## src/source/warpIssuePkg.sv

```systemverilog
package warpIssuePkg;

    // Register, scoreboard entry and data widths
    typedef logic [4:0]  regId_t;
    typedef logic [1:0]  scbId_t;
    typedef logic [15:0] data_t;

    // Entry count, tied to the scbId_t width
    localparam int SCB_ENTRIES = 4;

    typedef enum logic [2:0] {
        opAdd,
        opSub,
        opAnd,
        opXor,
        opLoad,
        opStore
    } opcode_t;

    // Loads and stores take the memory path
    function automatic logic isMemOp(opcode_t op);
        return (op == opLoad) || (op == opStore);
    endfunction

    // ALU result for one opcode, memory ops give zero
    function automatic data_t aluCompute(opcode_t op, data_t a, data_t b);
        case (op)
            opAdd:   return a + b;
            opSub:   return a - b;
            opAnd:   return a & b;
            opXor:   return a ^ b;
            default: return '0;
        endcase
    endfunction

endpackage

```

## src/source/warpScoreboard.sv

```systemverilog
`timescale 1ns/1ps

module warpScoreboard
    import warpIssuePkg::*;
(
    input  logic   clk,
    input  logic   rst,
    // Instruction presented by the issue stage
    input  regId_t src1,
    input  regId_t src2,
    input  regId_t dst,
    input  logic   src1Valid,
    input  logic   src2Valid,
    input  logic   dstValid,
    // Allocate entry freeId
    input  logic   grant,
    // Retire requests from the completion merger
    input  logic   clearAlu,
    input  scbId_t clearAluId,
    input  logic   clearMem,
    input  scbId_t clearMemId,
    output logic   full,
    output logic   empty,
    output logic   depend,
    output scbId_t freeId
);

    // Per-entry register IDs of the instruction in flight
    regId_t src1Tab [SCB_ENTRIES];
    regId_t src2Tab [SCB_ENTRIES];
    regId_t dstTab  [SCB_ENTRIES];
    logic [SCB_ENTRIES-1:0] src1ValidTab;
    logic [SCB_ENTRIES-1:0] src2ValidTab;
    logic [SCB_ENTRIES-1:0] dstValidTab;

    // Occupancy, before and after this cycle's clears
    logic [SCB_ENTRIES-1:0] valid;
    logic [SCB_ENTRIES-1:0] validCleared;

    // Hazard kinds per entry
    logic [SCB_ENTRIES-1:0] raw;
    logic [SCB_ENTRIES-1:0] waw;
    logic [SCB_ENTRIES-1:0] war;

    //////////////////////////////
    // Occupancy
    //////////////////////////////

    // Both clears apply before any decision this cycle
    always_comb begin
        validCleared = valid;
        if (clearAlu) begin
            validCleared[clearAluId] = 1'b0;
        end
        if (clearMem) begin
            validCleared[clearMemId] = 1'b0;
        end
    end

    assign full  = &validCleared;
    assign empty = ~|validCleared;

    // Lowest free index, scanned from the top down
    always_comb begin
        freeId = '0;
        for (int i = SCB_ENTRIES - 1; i >= 0; i--) begin
            if (!validCleared[i]) begin
                freeId = scbId_t'(i);
            end
        end
    end

    always_ff @(posedge clk or negedge rst) begin
        if (!rst) begin
            valid <= '0;
        end else begin
            valid <= validCleared;
            if (grant) begin
                valid[freeId] <= 1'b1;
            end
        end
    end

    // Entry contents, only meaningful while valid
    always_ff @(posedge clk) begin
        if (grant) begin
            src1Tab[freeId]      <= src1;
            src2Tab[freeId]      <= src2;
            dstTab[freeId]       <= dst;
            src1ValidTab[freeId] <= src1Valid;
            src2ValidTab[freeId] <= src2Valid;
            dstValidTab[freeId]  <= dstValid;
        end
    end

    //////////////////////////////
    // Hazard check
    //////////////////////////////

    always_comb begin
        for (int i = 0; i < SCB_ENTRIES; i++) begin
            // New source reads a pending destination
            raw[i] = dstValidTab[i] &&
                     ((src1Valid && (src1 == dstTab[i])) ||
                      (src2Valid && (src2 == dstTab[i])));
            // Two writes to one register
            waw[i] = dstValid && dstValidTab[i] && (dst == dstTab[i]);
            // New destination overwrites a pending source
            war[i] = dstValid &&
                     ((src1ValidTab[i] && (dst == src1Tab[i])) ||
                      (src2ValidTab[i] && (dst == src2Tab[i])));
        end
    end

    // Entries freed this cycle no longer block
    assign depend = |((raw | waw | war) & validCleared);

endmodule

```

## src/source/warpIssueStage.sv

```systemverilog
`timescale 1ns/1ps

module warpIssueStage
    import warpIssuePkg::*;
(
    input  logic    clk,
    input  logic    rst,
    // Four-phase instruction handshake
    input  logic    instrReq,
    output logic    instrAck,
    input  opcode_t instrOp,
    input  regId_t  instrSrc1,
    input  regId_t  instrSrc2,
    input  regId_t  instrDst,
    input  logic    instrSrc1Valid,
    input  logic    instrSrc2Valid,
    input  logic    instrDstValid,
    input  data_t   instrOpA,
    input  data_t   instrOpB,
    input  data_t   instrAddr,
    // Scoreboard and path status
    input  logic    depend,
    input  logic    full,
    input  scbId_t  freeId,
    input  logic    memBusy,
    output logic    scbGrant,
    // Dispatch
    output logic    aluStart,
    output logic    memStart,
    output opcode_t startOp,
    output data_t   startA,
    output data_t   startB,
    output regId_t  startDst,
    output scbId_t  startScbId
);

    typedef enum logic [1:0] {sIdle, sWait, sAcked} state_t;

    state_t state;
    logic   memOp;
    logic   canDispatch;
    data_t  operandA;
    data_t  operandB;

    assign memOp = isMemOp(instrOp);

    // Absent source or register 0 reads as zero
    assign operandA = (instrSrc1Valid && (instrSrc1 != '0)) ? instrOpA : '0;
    assign operandB = (instrSrc2Valid && (instrSrc2 != '0)) ? instrOpB : '0;

    // Held fields are stable while instrReq is high
    assign canDispatch = (state == sWait) && !depend && !full && !(memOp && memBusy);

    always_ff @(posedge clk or negedge rst) begin
        if (!rst) begin
            state <= sIdle;
        end else begin
            case (state)
                sIdle:   if (instrReq) state <= sWait;
                sWait:   if (canDispatch) state <= sAcked;
                sAcked:  if (!instrReq) state <= sIdle;
                default: state <= sIdle;
            endcase
        end
    end

    // Ack one cycle after dispatch, held until req falls
    assign instrAck = (state == sAcked);

    //////////////////////////////
    // Dispatch
    //////////////////////////////

    assign scbGrant   = canDispatch;
    assign aluStart   = canDispatch && !memOp;
    assign memStart   = canDispatch && memOp;
    assign startOp    = instrOp;
    // Memory ops carry address in A and store data in B
    assign startA     = memOp ? instrAddr : operandA;
    assign startB     = operandB;
    assign startDst   = instrDstValid ? instrDst : '0;
    assign startScbId = freeId;

endmodule

```

## src/source/aluPipe.sv

```systemverilog
`timescale 1ns/1ps

module aluPipe
    import warpIssuePkg::*;
#(
    parameter int ALU_LATENCY = 3
) (
    input  logic    clk,
    input  logic    rst,
    input  logic    start,
    input  opcode_t op,
    input  data_t   opA,
    input  data_t   opB,
    input  regId_t  dst,
    input  scbId_t  scbId,
    output logic    done,
    output regId_t  doneDst,
    output data_t   result,
    output scbId_t  doneScbId
);

    // One operation per stage, result computed on entry
    logic [ALU_LATENCY-1:0] validPipe;
    data_t  resultPipe [ALU_LATENCY];
    regId_t dstPipe    [ALU_LATENCY];
    scbId_t scbIdPipe  [ALU_LATENCY];

    always_ff @(posedge clk or negedge rst) begin
        if (!rst) begin
            validPipe <= '0;
        end else begin
            validPipe[0] <= start;
            for (int i = 1; i < ALU_LATENCY; i++) begin
                validPipe[i] <= validPipe[i-1];
            end
        end
    end

    // Payload follows the valid bits
    always_ff @(posedge clk) begin
        resultPipe[0] <= aluCompute(op, opA, opB);
        dstPipe[0]    <= dst;
        scbIdPipe[0]  <= scbId;
        for (int i = 1; i < ALU_LATENCY; i++) begin
            resultPipe[i] <= resultPipe[i-1];
            dstPipe[i]    <= dstPipe[i-1];
            scbIdPipe[i]  <= scbIdPipe[i-1];
        end
    end

    // Exactly ALU_LATENCY cycles after start
    assign done      = validPipe[ALU_LATENCY-1];
    assign result    = resultPipe[ALU_LATENCY-1];
    assign doneDst   = dstPipe[ALU_LATENCY-1];
    assign doneScbId = scbIdPipe[ALU_LATENCY-1];

endmodule

```

## src/source/memAccessUnit.sv

```systemverilog
`timescale 1ns/1ps

module memAccessUnit
    import warpIssuePkg::*;
(
    input  logic    clk,
    input  logic    rst,
    input  logic    start,
    input  opcode_t op,
    input  data_t   addr,
    input  data_t   wdata,
    input  regId_t  dst,
    input  scbId_t  scbId,
    // External four-phase memory handshake
    output logic    memReq,
    output logic    memWrite,
    output data_t   memAddr,
    output data_t   memWdata,
    input  logic    memAck,
    input  data_t   memRdata,
    // Completion toward the merger
    output logic    busy,
    output logic    done,
    output logic    isLoad,
    output regId_t  doneDst,
    output data_t   doneData,
    output scbId_t  doneScbId,
    input  logic    taken
);

    // sPre waits for the previous ack to fall
    typedef enum logic [1:0] {sIdle, sPre, sReq, sDone} state_t;

    state_t state;
    logic   writeReg;
    data_t  addrReg;
    data_t  wdataReg;
    data_t  rdataReg;
    regId_t dstReg;
    scbId_t scbIdReg;

    always_ff @(posedge clk or negedge rst) begin
        if (!rst) begin
            state <= sIdle;
        end else begin
            case (state)
                sIdle:   if (start) state <= memAck ? sPre : sReq;
                sPre:    if (!memAck) state <= sReq;
                sReq:    if (memAck) state <= sDone;
                sDone:   if (taken) state <= sIdle;
                default: state <= sIdle;
            endcase
        end
    end

    // Access fields held for the whole transfer
    always_ff @(posedge clk) begin
        if (start && (state == sIdle)) begin
            writeReg <= (op == opStore);
            addrReg  <= addr;
            wdataReg <= wdata;
            dstReg   <= dst;
            scbIdReg <= scbId;
        end
        if ((state == sReq) && memAck) begin
            rdataReg <= memRdata;
        end
    end

    assign memReq    = (state == sReq);
    assign memWrite  = writeReg;
    assign memAddr   = addrReg;
    assign memWdata  = wdataReg;

    // Held until the merger takes it
    assign busy      = (state != sIdle);
    assign done      = (state == sDone);
    assign isLoad    = !writeReg;
    assign doneDst   = dstReg;
    assign doneData  = rdataReg;
    assign doneScbId = scbIdReg;

endmodule

```

## src/source/completionMerge.sv

```systemverilog
`timescale 1ns/1ps

module completionMerge
    import warpIssuePkg::*;
(
    // ALU completion, cannot be stalled
    input  logic   aluDone,
    input  regId_t aluDst,
    input  data_t  aluResult,
    input  scbId_t aluScbId,
    // Memory completion, held until taken
    input  logic   memDone,
    input  logic   memIsLoad,
    input  regId_t memDst,
    input  data_t  memData,
    input  scbId_t memScbId,
    output logic   memTaken,
    // Scoreboard clears
    output logic   clearAlu,
    output scbId_t clearAluId,
    output logic   clearMem,
    output scbId_t clearMemId,
    // Single writeback port
    output logic   wbValid,
    output regId_t wbDst,
    output data_t  wbData
);

    // Stores retire at once, loads wait for an idle port
    assign memTaken = memDone && (!memIsLoad || !aluDone);

    assign clearAlu   = aluDone;
    assign clearAluId = aluScbId;
    assign clearMem   = memTaken;
    assign clearMemId = memScbId;

    //////////////////////////////
    // Writeback arbitration
    //////////////////////////////

    // ALU has priority
    assign wbValid = aluDone || (memTaken && memIsLoad);
    assign wbDst   = aluDone ? aluDst : memDst;
    assign wbData  = aluDone ? aluResult : memData;

endmodule

```

## src/source/warpIssueTop.sv

```systemverilog
`timescale 1ns/1ps

module warpIssueTop
    import warpIssuePkg::*;
#(
    parameter int ALU_LATENCY = 3
) (
    input  logic    clk,
    input  logic    rst,
    // Instruction handshake
    input  logic    instrReq,
    output logic    instrAck,
    input  opcode_t instrOp,
    input  regId_t  instrSrc1,
    input  regId_t  instrSrc2,
    input  regId_t  instrDst,
    input  logic    instrSrc1Valid,
    input  logic    instrSrc2Valid,
    input  logic    instrDstValid,
    input  data_t   instrOpA,
    input  data_t   instrOpB,
    input  data_t   instrAddr,
    // Memory handshake
    output logic    memReq,
    output logic    memWrite,
    output data_t   memAddr,
    output data_t   memWdata,
    input  logic    memAck,
    input  data_t   memRdata,
    // Writeback
    output logic    wbValid,
    output regId_t  wbDst,
    output data_t   wbData
);

    // Scoreboard status and clears
    logic    depend;
    logic    full;
    logic    empty;
    scbId_t  freeId;
    logic    scbGrant;
    logic    clearAlu;
    scbId_t  clearAluId;
    logic    clearMem;
    scbId_t  clearMemId;

    // Dispatch bundle
    logic    aluStart;
    logic    memStart;
    opcode_t startOp;
    data_t   startA;
    data_t   startB;
    regId_t  startDst;
    scbId_t  startScbId;

    // Path completions
    logic    aluDone;
    regId_t  aluDst;
    data_t   aluResult;
    scbId_t  aluScbId;
    logic    memBusy;
    logic    memDone;
    logic    memIsLoad;
    regId_t  memDst;
    data_t   memData;
    scbId_t  memScbId;
    logic    memTaken;

    warpIssueStage issueStage (
        .clk            (clk),
        .rst            (rst),
        .instrReq       (instrReq),
        .instrAck       (instrAck),
        .instrOp        (instrOp),
        .instrSrc1      (instrSrc1),
        .instrSrc2      (instrSrc2),
        .instrDst       (instrDst),
        .instrSrc1Valid (instrSrc1Valid),
        .instrSrc2Valid (instrSrc2Valid),
        .instrDstValid  (instrDstValid),
        .instrOpA       (instrOpA),
        .instrOpB       (instrOpB),
        .instrAddr      (instrAddr),
        .depend         (depend),
        .full           (full),
        .freeId         (freeId),
        .memBusy        (memBusy),
        .scbGrant       (scbGrant),
        .aluStart       (aluStart),
        .memStart       (memStart),
        .startOp        (startOp),
        .startA         (startA),
        .startB         (startB),
        .startDst       (startDst),
        .startScbId     (startScbId)
    );

    // Sees the held instruction fields directly
    warpScoreboard scoreboard (
        .clk        (clk),
        .rst        (rst),
        .src1       (instrSrc1),
        .src2       (instrSrc2),
        .dst        (instrDst),
        .src1Valid  (instrSrc1Valid),
        .src2Valid  (instrSrc2Valid),
        .dstValid   (instrDstValid),
        .grant      (scbGrant),
        .clearAlu   (clearAlu),
        .clearAluId (clearAluId),
        .clearMem   (clearMem),
        .clearMemId (clearMemId),
        .full       (full),
        .empty      (empty),
        .depend     (depend),
        .freeId     (freeId)
    );

    aluPipe #(
        .ALU_LATENCY (ALU_LATENCY)
    ) alu (
        .clk       (clk),
        .rst       (rst),
        .start     (aluStart),
        .op        (startOp),
        .opA       (startA),
        .opB       (startB),
        .dst       (startDst),
        .scbId     (startScbId),
        .done      (aluDone),
        .doneDst   (aluDst),
        .result    (aluResult),
        .doneScbId (aluScbId)
    );

    memAccessUnit memUnit (
        .clk       (clk),
        .rst       (rst),
        .start     (memStart),
        .op        (startOp),
        .addr      (startA),
        .wdata     (startB),
        .dst       (startDst),
        .scbId     (startScbId),
        .memReq    (memReq),
        .memWrite  (memWrite),
        .memAddr   (memAddr),
        .memWdata  (memWdata),
        .memAck    (memAck),
        .memRdata  (memRdata),
        .busy      (memBusy),
        .done      (memDone),
        .isLoad    (memIsLoad),
        .doneDst   (memDst),
        .doneData  (memData),
        .doneScbId (memScbId),
        .taken     (memTaken)
    );

    completionMerge merge (
        .aluDone    (aluDone),
        .aluDst     (aluDst),
        .aluResult  (aluResult),
        .aluScbId   (aluScbId),
        .memDone    (memDone),
        .memIsLoad  (memIsLoad),
        .memDst     (memDst),
        .memData    (memData),
        .memScbId   (memScbId),
        .memTaken   (memTaken),
        .clearAlu   (clearAlu),
        .clearAluId (clearAluId),
        .clearMem   (clearMem),
        .clearMemId (clearMemId),
        .wbValid    (wbValid),
        .wbDst      (wbDst),
        .wbData     (wbData)
    );

endmodule

```

## config.mk

```make
export PLATFORM = sky130hd
export DESIGN_NAME = warpIssueTop
export DESIGN_NICKNAME = d
export VERILOG_FILES = /design/src/source/warpIssuePkg.sv /design/src/source/warpScoreboard.sv /design/src/source/warpIssueStage.sv /design/src/source/aluPipe.sv /design/src/source/memAccessUnit.sv /design/src/source/completionMerge.sv /design/src/source/warpIssueTop.sv
export SDC_FILE = /design/constraint.sdc
export NUM_CORES = 1
export LEC_CHECK = 0
export BUFFER_PORTS_ARGS = -buffer_cell sky130_fd_sc_hd__buf_2
export CAP_MARGIN = 10
export CORE_MARGIN = 2
export CORE_UTILIZATION = 61
export CTS_CLUSTER_DIAMETER = 100
export DETAILED_ROUTE_END_ITERATION = 7
export PLACE_DENSITY_LB_ADDON = 0.12
export SLEW_MARGIN = 15
export SYNTH_ARGS = -nofsm -noshare
export SYNTH_HDL_FRONTEND = slang
export SYNTH_SLANG_ARGS = --single-unit
```

## constraint.sdc

```tcl
create_clock -name clk -period 5.7 [get_ports clk]
set_input_delay 1.14 -clock clk [delete_from_list [all_inputs] [get_ports clk]]
set_output_delay 1.14 -clock clk [all_outputs]
set_load 0.05 [all_outputs]
```

After elaboration in Yosys (flattened, before gate mapping)
Memories as Yosys holds them, arrays and structs flattened.
Index checks and enable logic that the tools add are counted.
- register bits: 79
- memory bits (writable): 129
- input port bits: 89
- output and inout bits: 57
- logic and storage cells: 183
- memories kept: 6
- add/subtract/negate cells: 2
- magnitude comparators: 6
- equality and inequality tests: 37
- muxes and demuxes: 35
- bitwise operators: 10
- reductions and logical operators: 74
- memory list (name ; words ; bits a word ; rd ports ; clocked after Yosys merged registers in ; wr ports ; line ; source):
    alu.resultPipe ; 3 ; 16 ; 3 ; 0 ; 3 ; aluPipe.sv:24 ; data_t resultPipe [ALU_LATENCY];
    scoreboard.dstTab ; 4 ; 5 ; 4 ; 0 ; 1 ; warpScoreboard.sv:31 ; regId_t dstTab [SCB_ENTRIES];
    scoreboard.src1Tab ; 4 ; 5 ; 4 ; 0 ; 1 ; warpScoreboard.sv:29 ; regId_t src1Tab [SCB_ENTRIES];
    scoreboard.src2Tab ; 4 ; 5 ; 4 ; 0 ; 1 ; warpScoreboard.sv:30 ; regId_t src2Tab [SCB_ENTRIES];
    alu.dstPipe ; 3 ; 5 ; 3 ; 0 ; 3 ; aluPipe.sv:25 ; regId_t dstPipe [ALU_LATENCY];
    alu.scbIdPipe ; 3 ; 2 ; 3 ; 0 ; 3 ; aluPipe.sv:26 ; scbId_t scbIdPipe [ALU_LATENCY];
- operators by type and width (cell ; number):
    equality test 5 bit ; 20
    two-way mux 16 bit ; 4
    case mux 16 bit (4 select lines) ; 1
    logical AND 1 bit ; 47
    two-way mux 2 bit ; 12
    adder 16 bit ; 1
    AND 16 bit ; 1
    subtractor 16 bit ; 1
    bitwise XOR 16 bit ; 1
    AND 4 bit ; 3
    bitwise mux 4 bit ; 3
    two-way mux 4 bit ; 3
    OR 4 bit ; 3
    logical OR 1 bit ; 11
    two-way mux 5 bit ; 2
    nonzero test 5 bit ; 2
    less-than comparator 2 x 3 -> 1 bit (second input constant) ; 3
    != test 2 bit (second input constant) ; 4
    NOT 4 bit ; 2
    case mux 2 bit (4 select lines) ; 1
    AND reduction 4 bit ; 2
    demux 1 bit (select 2 bit) ; 3
    equality test 2 bit (second input constant) ; 3
    equality test 3 x 2 -> 1 bit (second input constant) ; 2
    other kinds (13) ; 29

Longest topological paths before layout
Gate-level depths: netlist of the first run.
- word-level depth: 19
- gate-level depth with buffers: 19
- gate-level depth less buffers: 16

Cells and area by module
A second synthesis of the first run with hierarchy kept.
- cells, all modules: 792
- area, all modules: 9805.7 um2
- by module, submodules not included (module ; times used ; cells an instance ; area each (um2) ; sequential area each (um2)):
    warpScoreboard ; 1 ; 269 ; 3689.8 ; 2262.2
    aluPipe ; 1 ; 312 ; 3263.1 ; 1456.4
    memAccessUnit ; 1 ; 82 ; 1918.1 ; 1731.7
    warpIssueStage ; 1 ; 98 ; 615.6 ; 50.0
    completionMerge ; 1 ; 31 ; 319.1 ; 0.0

Least setup slack after synthesis of the first run
OpenSTA, ideal clock, no wires.
- kind: input -> register
- start: input port instrSrc2[2]
- end: memory alu.resultPipe[0][14] (netlist bit)
- data arrival time: 4.756 ns
- required time: 5.622 ns
- setup slack: 0.866 ns
- stages: 18
- path buffers: 3
- path through: buf_2 or4_4 o21a_4 buf_6 clkbuf_1 nand2_1 ha_1 nor2_1 xor2_1 ha_1 nor2b_1 o21ai_0 a21boi_0 o41ai_1 o211ai_1 a31oi_1 mux2_2 nor3_1
- RTL lines (element ; line ; source):
    from (decl) ; warpIssueTop.sv:15 ; input regId_t instrSrc2,
    to (decl) ; aluPipe.sv:24 ;

==> results.cfg, run 1 <==
[outcome]
status = complete, no violations

[placed_design]
gp_congestion = 0.9083
port_buffers = 145
hpwlAfterDp_um = 15410

[synth]
synth_mux_area_frac = 0.04310
synthSimpleGateAreaFrac = 0.1121
netlist_instances = 783
synth_top_family_by_area = simple AND/OR/NAND/NOR gates
share_of_synthesized_registers_carrying_an_async_set_or_reset = 0.05288
yosys-top-cells-area = sky130_fd_sc_hd__edfxtp_1 (40%), sky130_fd_sc_hd__dfxtp_1 (14%), sky130_fd_sc_hd__xor2_1 (6.7%), sky130_fd_sc_hd__ha_1 (4.6%), sky130_fd_sc_hd__xnor2_1 (4.5%)
postSynthAreaPerCell_um2 = 12.20
synthesis.nets = 908
synth_xor_area_frac = 0.1119
ys_top_cells_by_count = sky130_fd_sc_hd__edfxtp_1 (128), sky130_fd_sc_hd__xor2_1 (73), sky130_fd_sc_hd__dfxtp_1 (69)
synthAdderAreaFrac = 0.04794
ys_seq_elements = 208
count_of_flip_flops_with_a_built_in_enable_after_synthesis = 128
post-synth-top-area-fraction = 0.4024
post_syn_area_mm2 = 0.009552
synth_cell_types = 64
most_common_flop_cell_mapped_by_yosys = sky130_fd_sc_hd__edfxtp_1
ys_warn_count = 0
yosys_top_cell_by_area = sky130_fd_sc_hd__edfxtp_1
register_area_share_after_synthesis = 0.5758
synth_compound_area_frac = 0.07755
yosysMostFrequentCell = sky130_fd_sc_hd__edfxtp_1

[routing]
wl_per_cell_um = 18.85
num_vias = 6515
route.antenna.remaining_nets = 0
dr_drc_count = 0
firstDrtPassIters = 5
dr.first_iter.drc_count = 541
wl_um = 21640
detail_route.vias_per_cell = 5.675

[clock_tree]
cts_repair_resize_count = 0
cts_setup_buffers = 0
root_buffer = sky130_fd_sc_hd__clkbuf_16
cts.htree.levels = 1
cts_hold_buffers = 0
clk-insertion-delay-late_ns = 0.50
clkTransAtPathRegs_ns = 0.06
cts.path.max_buffers = 3
cts_inserted_buffers = 22
tritoncts_clock_tree = done
cts.sinks = 208

[grt]
overflow = 0
grt_start_max_net_pins = 41
grt_use_total = 0.2628
vias_in_the_first_global_route = 6338
grt_first_pass_wirelength_um = 33710
grt_antenna_before_repair = 0

[sta]
final-hold-violation-count = 0
period_share = 0.8207
holdWs_ns = 0.3253
finalSetupViolations = 0
slew_violations = 0
final.setup_skew_ns = 0.01236
clock.fmax_mhz = 213.8
maxSlewHeadroom = 0.3279
unrepaired_setup_endpoints_after_global_routing = no
final.min_clock_period_ns = 4.678
worst-slew-pin-transition_ns = 1.008
timing.setup.tns_ns = 0

[critical_path]
slowest_stage_delay_cp_ns = 0.58
rrSetupSlack_ns = 1.49
critical_path.n_buffers_inverters = 2
critical-path-slowest-cell = sky130_fd_sc_hd__or4_4
reg2reg_from = alu.validPipe[2]
top_fanout_value_on_the_critical_path = 24
worstPathCellList = buf_2, or4_4, o21a_4, nand2_1, ha_1, nand2_1, o21ai_0, inv_1, ha_1, nor2b_1, o31a_1, o41ai_1, a21oi_1, a31oi_1, o21ai_0, xnor2_1, a211oi_1
timing.critical_path.to_type = flop
critPathCapture = alu.resultPipe[0][13]
timing.critical_path.max_delay_family = compound AO/OA/AOI/OAI gates
reg2reg_depth = 8
crit_path_start_kind = primary input
worstSetupPathDepth = 17
setup.worst_path.class = in2reg
worstReg2RegEnd = scoreboard.dstValidTab[2]
worstPathArrival_ns = 5.08
cp-startpoint = instrSrc2[1]
cp.required_ns = 6.11

[floorplanning]
die_x_um = 129.1
top_level_ports = 146
core-area_mm2 = 0.01526
initial_util = 0.6260
dieHeight_um = 129.1
die-area_mm2 = 0.01668
placementRows = 45

[hold_path]
timing.hold.worst.class = reg2reg

[finish]
antennaDiodeCount = 0
final_layout_size_suffix_gt1_frac = 0.2497
area_delta_synth_final_pct = 16.83
final_net_count = 1047

[flow_run]
timing.max_cap.violations = 0

[power]
static-leakage-power_uw = 0.004524
power_density_mw_per_mm2 = 424.5
power.ir.vdd_worst_mv = 0.2349
==> how the worst min path moves through the flow <==
stage	from	to	slack, ns	depth (start not counted)
detailed placement	alu.resultPipe[0][4]	alu.resultPipe[0][20]	0.31	0
global route	alu.dstPipe[0][6]	alu.dstPipe[0][11]	0.33	0
CTS	alu.scbIdPipe[0][1]	alu.scbIdPipe[0][3]	0.33	0
floorplan	alu.dstPipe[0][5]	alu.dstPipe[0][10]	0.31	0
global placement	alu.scbIdPipe[0][2]	alu.scbIdPipe[0][4]	0.31	0
finish	alu.dstPipe[0][5]	alu.dstPipe[0][10]	0.33	0
==> metrics by stage <==
step                power (uW)  instance area (um^2)  setup WS [ns]    util  cells
floorplan                 2988                  9552         0.8661       -    783
global placement          3273                 10430         0.6823  0.6838   1109
detailed placement        3330                 10430         0.5744  0.6838   1109
CTS                       4759                 11160          1.082  0.7314   1148
global route              4948                 11160         0.7376  0.7314   1148
finish                    4738                 11160          1.022  0.7314   1148
==> state kept, by name, summed over array words and instances (netlist names), 5 cells and up <==
register            cells
alu.scbIdPipe           6
scoreboard.dstTab      20
memUnit.memWdata       16
scoreboard.src2Tab     20
scoreboard.src1Tab     20
memUnit.doneData       16
memUnit.doneDst         5
alu.dstPipe            15
alu.resultPipe         48
memUnit.memAddr        16
==> layout by cell type (no fill, tap or decap), types with 21 or more instances in the layout <==
cell type	count
sky130_fd_sc_hd__o21ai_0	23
sky130_fd_sc_hd__edfxtp_1	128
sky130_fd_sc_hd__nand2_1	62
sky130_fd_sc_hd__dfxtp_1	69
sky130_fd_sc_hd__nor4_1	21
sky130_fd_sc_hd__ha_1	35
sky130_fd_sc_hd__buf_2	145
sky130_fd_sc_hd__clkbuf_16	22
sky130_fd_sc_hd__inv_1	26
sky130_fd_sc_hd__xor2_1	73
sky130_fd_sc_hd__mux2_2	25
sky130_fd_sc_hd__xnor2_1	49
sky130_fd_sc_hd__nor2_1	27
==> metal layers <==
metal | track usage | vias up | wire (um)
li1 | - | 3090 | -
met1 | 0.3900 | 3076 | 9901
met2 | 0.4034 | 313 | 9490
met3 | 0.04955 | 36 | 1836
met4 | 0.06586 | 0 | 412
met5 | 0 | - | 0
==> power by group <==
group | switching, uW | leakage [uW] | total (uW) | internal [uW]
Combinational | 843 | 0.00229 | 1280 | 434
Sequential | 146 | 0.00187 | 2040 | 1890
Clock | 571 | 0.000357 | 1420 | 851
==> area by class of cell <==
type	count	area, um^2
fillers	1072	4099
clock buffers	25	561.8
clock inverters	14	163.9
well taps	211	264.0
inverters	26	97.59
repair buffers	155	800.8
flip-flops and latches	208	5500
multi-input cells	509	3771
==> cell families (layout without fill, tap and decap cells) <==
| logic type | Yosys count | after routing |
|---|---|---|
| DFF | 208 | 208 |
| muxes | 38 | 38 |
| adders and majority gates | 36 | 36 |
| AOI/OAI and AO/OA | 107 | 107 |
| buffers and inverters | 66 | 220 |
| xor gates and xnor gates | 122 | 122 |
| and+or+nand+nor | 206 | 206 |
(Power assumes the default switching activity.)
==> run 2, diff against run 1 <==
CORE_UTILIZATION = 52   (was 61)
clock period = 3.9 ns   (was 5.7 ns; I/O delays follow)
==> results.cfg, run 2 (synthesized netlist as in run 1, its figures left out) <==
[sta]
slew_violations = 0
timing.setup.tns_ns = 0
maxSlewHeadroom = 0.4551
unrepaired_setup_endpoints_after_global_routing = yes
final-hold-violation-count = 0
worst-slew-pin-transition_ns = 0.8088
finalSetupViolations = 0
timing.final.ws_setup_ns = 0.1571
final.min_clock_period_ns = 3.743
final.setup_skew_ns = 0.02355
period_share = 0.9597
clock.fmax_mhz = 267.2

[floorplanning]
initial_util = 0.5317
die-area_mm2 = 0.01947
top_level_ports = 146
dieHeight_um = 139.5
core-area_mm2 = 0.01796
die_x_um = 139.5
placementRows = 49

[routing]
dr_drc_count = 0
firstDrtPassIters = 7
route.antenna.remaining_nets = 0
num_vias = 6791
wl_per_cell_um = 18.67
wl_um = 23070
dr.first_iter.drc_count = 463
detail_route.vias_per_cell = 5.494

[placed_design]
hpwlAfterDp_um = 17050
pre_cts_slack_ns = -0.3948
gp_congestion = 0.9583
detailed_place.area_mm2 = 0.01109
port_buffers = 145

[power]
power.share.sequential = 0.414
power_switching_uw = 2332
power.ir.vdd_worst_mv = 0.4946
static-leakage-power_uw = 0.004913
power_density_mw_per_mm2 = 597.7
p_comb_frac = 0.292
switching_share = 0.3294
power.internal_uw = 4746
power.clock.fraction = 0.293

[finish]
layout.cells.most_common = sky130_fd_sc_hd__buf_2
top_register = alu.resultPipe
antennaDiodeCount = 0
final_layout_size_suffix_gt1_frac = 0.3138
area_delta_synth_final_pct = 23.98
final_cell_area_mm2 = 0.01184
multi_input_area_mm2 = 0.003840
area.sequential_mm2 = 0.005500
largest_reg_flops = 48
commonest_cells_after_routing_fill_and_taps_aside = sky130_fd_sc_hd__buf_2 (145), sky130_fd_sc_hd__edfxtp_1 (128), sky130_fd_sc_hd__xor2_1 (73), sky130_fd_sc_hd__buf_4 (71), sky130_fd_sc_hd__dfxtp_1 (69)
final_net_count = 1115
layout.filler_cells = 1372

[clock_tree]
root_buffer = sky130_fd_sc_hd__clkbuf_16
cts_inserted_buffers = 23
cts.sinks = 208
cts.path.max_buffers = 3
cts_setup_buffers = 0
cts_hold_buffers = 0
cts.htree.levels = 1
clk-insertion-delay-late_ns = 0.51
clkTransAtPathRegs_ns = 0.06
tritoncts_clock_tree = done

[flow_run]
timing.max_cap.violations = 0

[outcome]
status = complete, no violations

[grt]
vias_in_the_first_global_route = 6765
grt_first_pass_wirelength_um = 36340
grt_antenna_before_repair = 0
grt_start_max_net_pins = 36
overflow = 0
grt_use_total = 0.2343

[critical_path]
worstPathCellList = buf_2, or4_4, o21a_4, nand2_1, ha_4, nand4_1, or3_4, nor2_4, a21oi_1, xnor2_1, ha_1, nor3_1, nor2_1, a31oi_1, mux2_2, nor3_2
crit_path_start_kind = primary input
cp.required_ns = 4.32
critical_path.n_buffers_inverters = 1
timing.critical_path.max_delay_family = simple AND/OR/NAND/NOR gates
timing.critical_path.to_type = flop
setup.worst_path.class = in2reg
worstPathArrival_ns = 4.16
top_fanout_value_on_the_critical_path = 5
slowest_stage_delay_cp_ns = 0.54
critical-path-slowest-cell = sky130_fd_sc_hd__or4_4

[hold_path]
timing.hold.worst.class = in2async
[run 2: cell count changes in the layout (fill, tap and decap cells not counted), moves of 3 or more]
cell                        change
sky130_fd_sc_hd__buf_12         +6
sky130_fd_sc_hd__buf_4         +61
sky130_fd_sc_hd__bufinv_16      -3
sky130_fd_sc_hd__clkbuf_16      +3
sky130_fd_sc_hd__inv_4          +3
sky130_fd_sc_hd__inv_6          +3
sky130_fd_sc_hd__o21ai_0        -3
sky130_fd_sc_hd__o21ai_1        +3
[run 2: worst paths after layout]
path | startpoint | to | slack [ns] | cells after the start
min in group clk | alu.resultPipe[0][31] | alu.resultPipe[0][47] | 0.31 | 0
setup / recovery | instrSrc2[2] | alu.resultPipe[0][14] | 0.16 | 16
hold reg to reg | alu.resultPipe[0][31] | alu.resultPipe[0][47] | 0.31 | 0
hold / removal | rst | memUnit.state[0] | 0.14 | 1
setup reg to reg | memUnit.state[0] | scoreboard.src2ValidTab[0] | 0.82 | 9
max in group asynchronous | rst | issueStage.state[0] | 3.54 | 1
[run 2: cell type report]
type / instances / area share
flip-flops and latches: 208 / 0.4644
inverters: 26 / 0.008241
clock buffers: 31 / 0.05642
well taps: 229 / 0.02419
clock inverters: 11 / 0.006022
repair buffers: 222 / 0.1164
multi-input cells: 509 / 0.3242
[run 2: worst register-to-register path, stage by stage (launching register included)]
cell and delay, ns:
sky130_fd_sc_hd__dfrtp_1 0.38, sky130_fd_sc_hd__ha_1 0.25, sky130_fd_sc_hd__nand3b_1 0.17, sky130_fd_sc_hd__o221a_2 0.37
sky130_fd_sc_hd__a311oi_1 0.28, sky130_fd_sc_hd__nand4_1 0.25, sky130_fd_sc_hd__nor3_2 0.32, sky130_fd_sc_hd__nand2_1 0.27
sky130_fd_sc_hd__nor3_2 0.27, sky130_fd_sc_hd__buf_12 0.21
[run 2: timing repair]
item / 4_1_cts / 5_1_grt
gates resized for setup: 0 / 2
hold endpoints to repair: 0 / 0
endpoints found under the setup margin: 0 / 2
[run 2: per-layer routing]
metal / vias to the layer above / global-route usage / part of all wire
met3: 26 / 0.04164 / 0.070
met1: 3274 / 0.3515 / 0.47
li1: 3235 / - / -
met4: 0 / 0.05158 / 0.016
met5: - / 0 / 0
met2: 256 / 0.3594 / 0.44
[run 2: power groups by stage]
stage	Clock, uW	Sequential (uW)	Combinational (uW)
after CTS	2110	2930	2070
final	2080	2930	2070
after global placement	0	2950	1980
after detailed placement	0	2980	2050
after global routing	2200	2970	2220
after floorplan	0	3000	1400
[run 2: metrics by stage]
step	hold slack [ns]	std cells	utilization	power [uW]
after floorplan	0.3096	783	-	4397
after global placement	0.3103	1194	0.6175	4937
after detailed placement	0.3121	1194	0.6175	5031
after CTS	0.1269	1236	0.6586	7111
after global routing	0.1397	1236	0.6593	7390
final	0.1385	1236	0.6593	7078
==> run 3, diff against run 2 <==
CELL_PAD_IN_SITES_DETAIL_PLACEMENT = 1   (was unset)
CELL_PAD_IN_SITES_GLOBAL_PLACEMENT = 2   (was unset)
CORE_UTILIZATION = 34   (was 52)
SKIP_CTS_REPAIR_TIMING = 1   (was unset)
==> results.cfg, run 3 (synthesized netlist as in run 1, its figures left out) <==
[power]
switching_share = 0.3320
power.ir.vdd_worst_mv = 0.2631
power.share.sequential = 0.405
power.clock.fraction = 0.305
power_switching_uw = 2404
power_density_mw_per_mm2 = 596.2
p_comb_frac = 0.290
power.internal_uw = 4838
static-leakage-power_uw = 0.004958

[grt]
grt_use_total = 0.1851
grt_first_pass_wirelength_um = 41410
grt_start_max_net_pins = 34
vias_in_the_first_global_route = 7095
overflow = 0
grt_antenna_before_repair = 0

[critical_path]
reg2reg_from = memUnit.state[0]
worstPathArrival_ns = 4.26
rrSetupSlack_ns = 0.69
crit_path_start_kind = primary input
reg2reg_depth = 9
setup.worst_path.class = in2reg
timing.critical_path.to_type = flop
cp.required_ns = 4.32
worstReg2RegEnd = scoreboard.src2ValidTab[2]
top_fanout_value_on_the_critical_path = 7

[clock_tree]
cts_inserted_buffers = 25
cts.path.max_buffers = 3
root_buffer = sky130_fd_sc_hd__clkbuf_16
cts.sinks = 208
clkTransAtPathRegs_ns = 0.06
tritoncts_clock_tree = done
clk-insertion-delay-late_ns = 0.51
cts.htree.levels = 1

[finish]
final_layout_size_suffix_gt1_frac = 0.3219
commonest_cells_after_routing_fill_and_taps_aside = sky130_fd_sc_hd__buf_2 (145), sky130_fd_sc_hd__edfxtp_1 (128), sky130_fd_sc_hd__buf_4 (76), sky130_fd_sc_hd__xor2_1 (73), sky130_fd_sc_hd__dfxtp_1 (69)
top_register = alu.resultPipe
final_net_count = 1123
area_delta_synth_final_pct = 27.18
antennaDiodeCount = 0
final_core_density = 0.4385
final_cell_area_mm2 = 0.01215
largest_reg_flops = 48
layout.cells.most_common = sky130_fd_sc_hd__buf_2

[sta]
worst-slew-pin-transition_ns = 0.8281
clock.fmax_mhz = 260.9
period_share = 0.9828
maxSlewHeadroom = 0.4421
slew_violations = 0
final-hold-violation-count = 0
finalSetupViolations = 0
final.setup_skew_ns = 0.01340
final.min_clock_period_ns = 3.833

[hold_path]
timing.hold.worst.class = in2async

[routing]
dr.first_iter.drc_count = 374
wl_um = 27290
dr_drc_count = 0
detail_route.vias_per_cell = 4.796
firstDrtPassIters = 4
num_vias = 6685
route.antenna.remaining_nets = 0
wl_per_cell_um = 19.58

[placed_design]
port_buffers = 145
detailed_place.area_mm2 = 0.01129
gp_congestion = 0.8221
hpwlAfterDp_um = 20240

[floorplanning]
core-area_mm2 = 0.02771
die-area_mm2 = 0.02945
top_level_ports = 146
die_x_um = 171.6
initial_util = 0.3448
dieHeight_um = 171.6
placementRows = 61

[flow_run]
timing.max_cap.violations = 0

[outcome]
status = complete, no violations
[run 3: cell count changes in the layout (fill, tap and decap cells not counted), sizes merged]
| cell | delta |
|---|---|
| inv | -5 |
| clkinvlp | +1 |
| clkbuf | +3 |
| clkinv | +4 |
| o21a | +1 |
| buf | +5 |
[run 3: cell type report]
class,instances,area (um^2)
timing repair buffer,227,1416
clock inverter,11,71.32
inverter,26,97.59
multi-input combinational,510,3866
clock buffer,34,723.2
fill,2965,15560
sequential,208,5500
tap,378,473.0
[run 3: worst max path at each step]
stage	start	endpoint	cells past startpoint
finish	instrSrc2[2]	alu.resultPipe[0][14]	16
CTS	instrSrc2[2]	alu.resultPipe[0][14]	16
global placement	instrSrc2[2]	alu.resultPipe[0][14]	16
detailed placement	instrSrc2[2]	alu.resultPipe[0][14]	17
global route	instrSrc2[2]	alu.resultPipe[0][14]	16
floorplan	instrSrc2[2]	alu.resultPipe[0][14]	18
[run 3: power by group through the flow]
stage	Sequential (uW)	Combinational [uW]	Clock [uW]
floorplan	3000	1400	0
global placement	2960	2040	0
detailed placement	2980	2100	0
CTS	2940	2100	2280
global route	2980	2270	2370
finish	2930	2100	2210
[run 3: worst max-delay path, cell delays in order]
cell and delay, ns:
sky130_fd_sc_hd__buf_2 0.11, sky130_fd_sc_hd__or4_4 0.58, sky130_fd_sc_hd__o21a_4 0.27, sky130_fd_sc_hd__buf_4 0.17, sky130_fd_sc_hd__nand2_2 0.10, sky130_fd_sc_hd__nand4_1 0.16, sky130_fd_sc_hd__or3_4 0.38, sky130_fd_sc_hd__nor2_4 0.10
sky130_fd_sc_hd__a21oi_1 0.09, sky130_fd_sc_hd__xnor2_1 0.14, sky130_fd_sc_hd__ha_1 0.39, sky130_fd_sc_hd__nor3_1 0.21, sky130_fd_sc_hd__nor2_1 0.09, sky130_fd_sc_hd__a31oi_1 0.19, sky130_fd_sc_hd__mux2_2 0.36, sky130_fd_sc_hd__nor3_2 0.16
[run 3: routing by layer]
| metal | GRT usage | wire [um] | up-vias | part of all wire |
|---|---|---|---|---|
| met5 | 0 | 0 | - | 0 |
| met1 | 0.2768 | 13510 | 3254 | 0.49 |
| li1 | - | - | 3244 | - |
| met2 | 0.2846 | 12060 | 170 | 0.44 |
| met4 | 0.03279 | 226 | 0 | 0.0083 |
| met3 | 0.02899 | 1498 | 17 | 0.055 |
[run 3: through the flow]
step	hold WS [ns]	setup TNS [ns]	cells	power [uW]	setup slack (ns)
detailed placement	0.3135	-3.660	1344	5078	-0.5092
finish	0.1398	0	1394	7242	0.06711
CTS	0.1328	0	1389	7327	0.008495
global placement	0.3105	-2.218	1344	5000	-0.3431
floorplan	0.3096	-1.072	783	4397	-0.2993
global route	0.1360	-0.001331	1394	7620	-0.001331
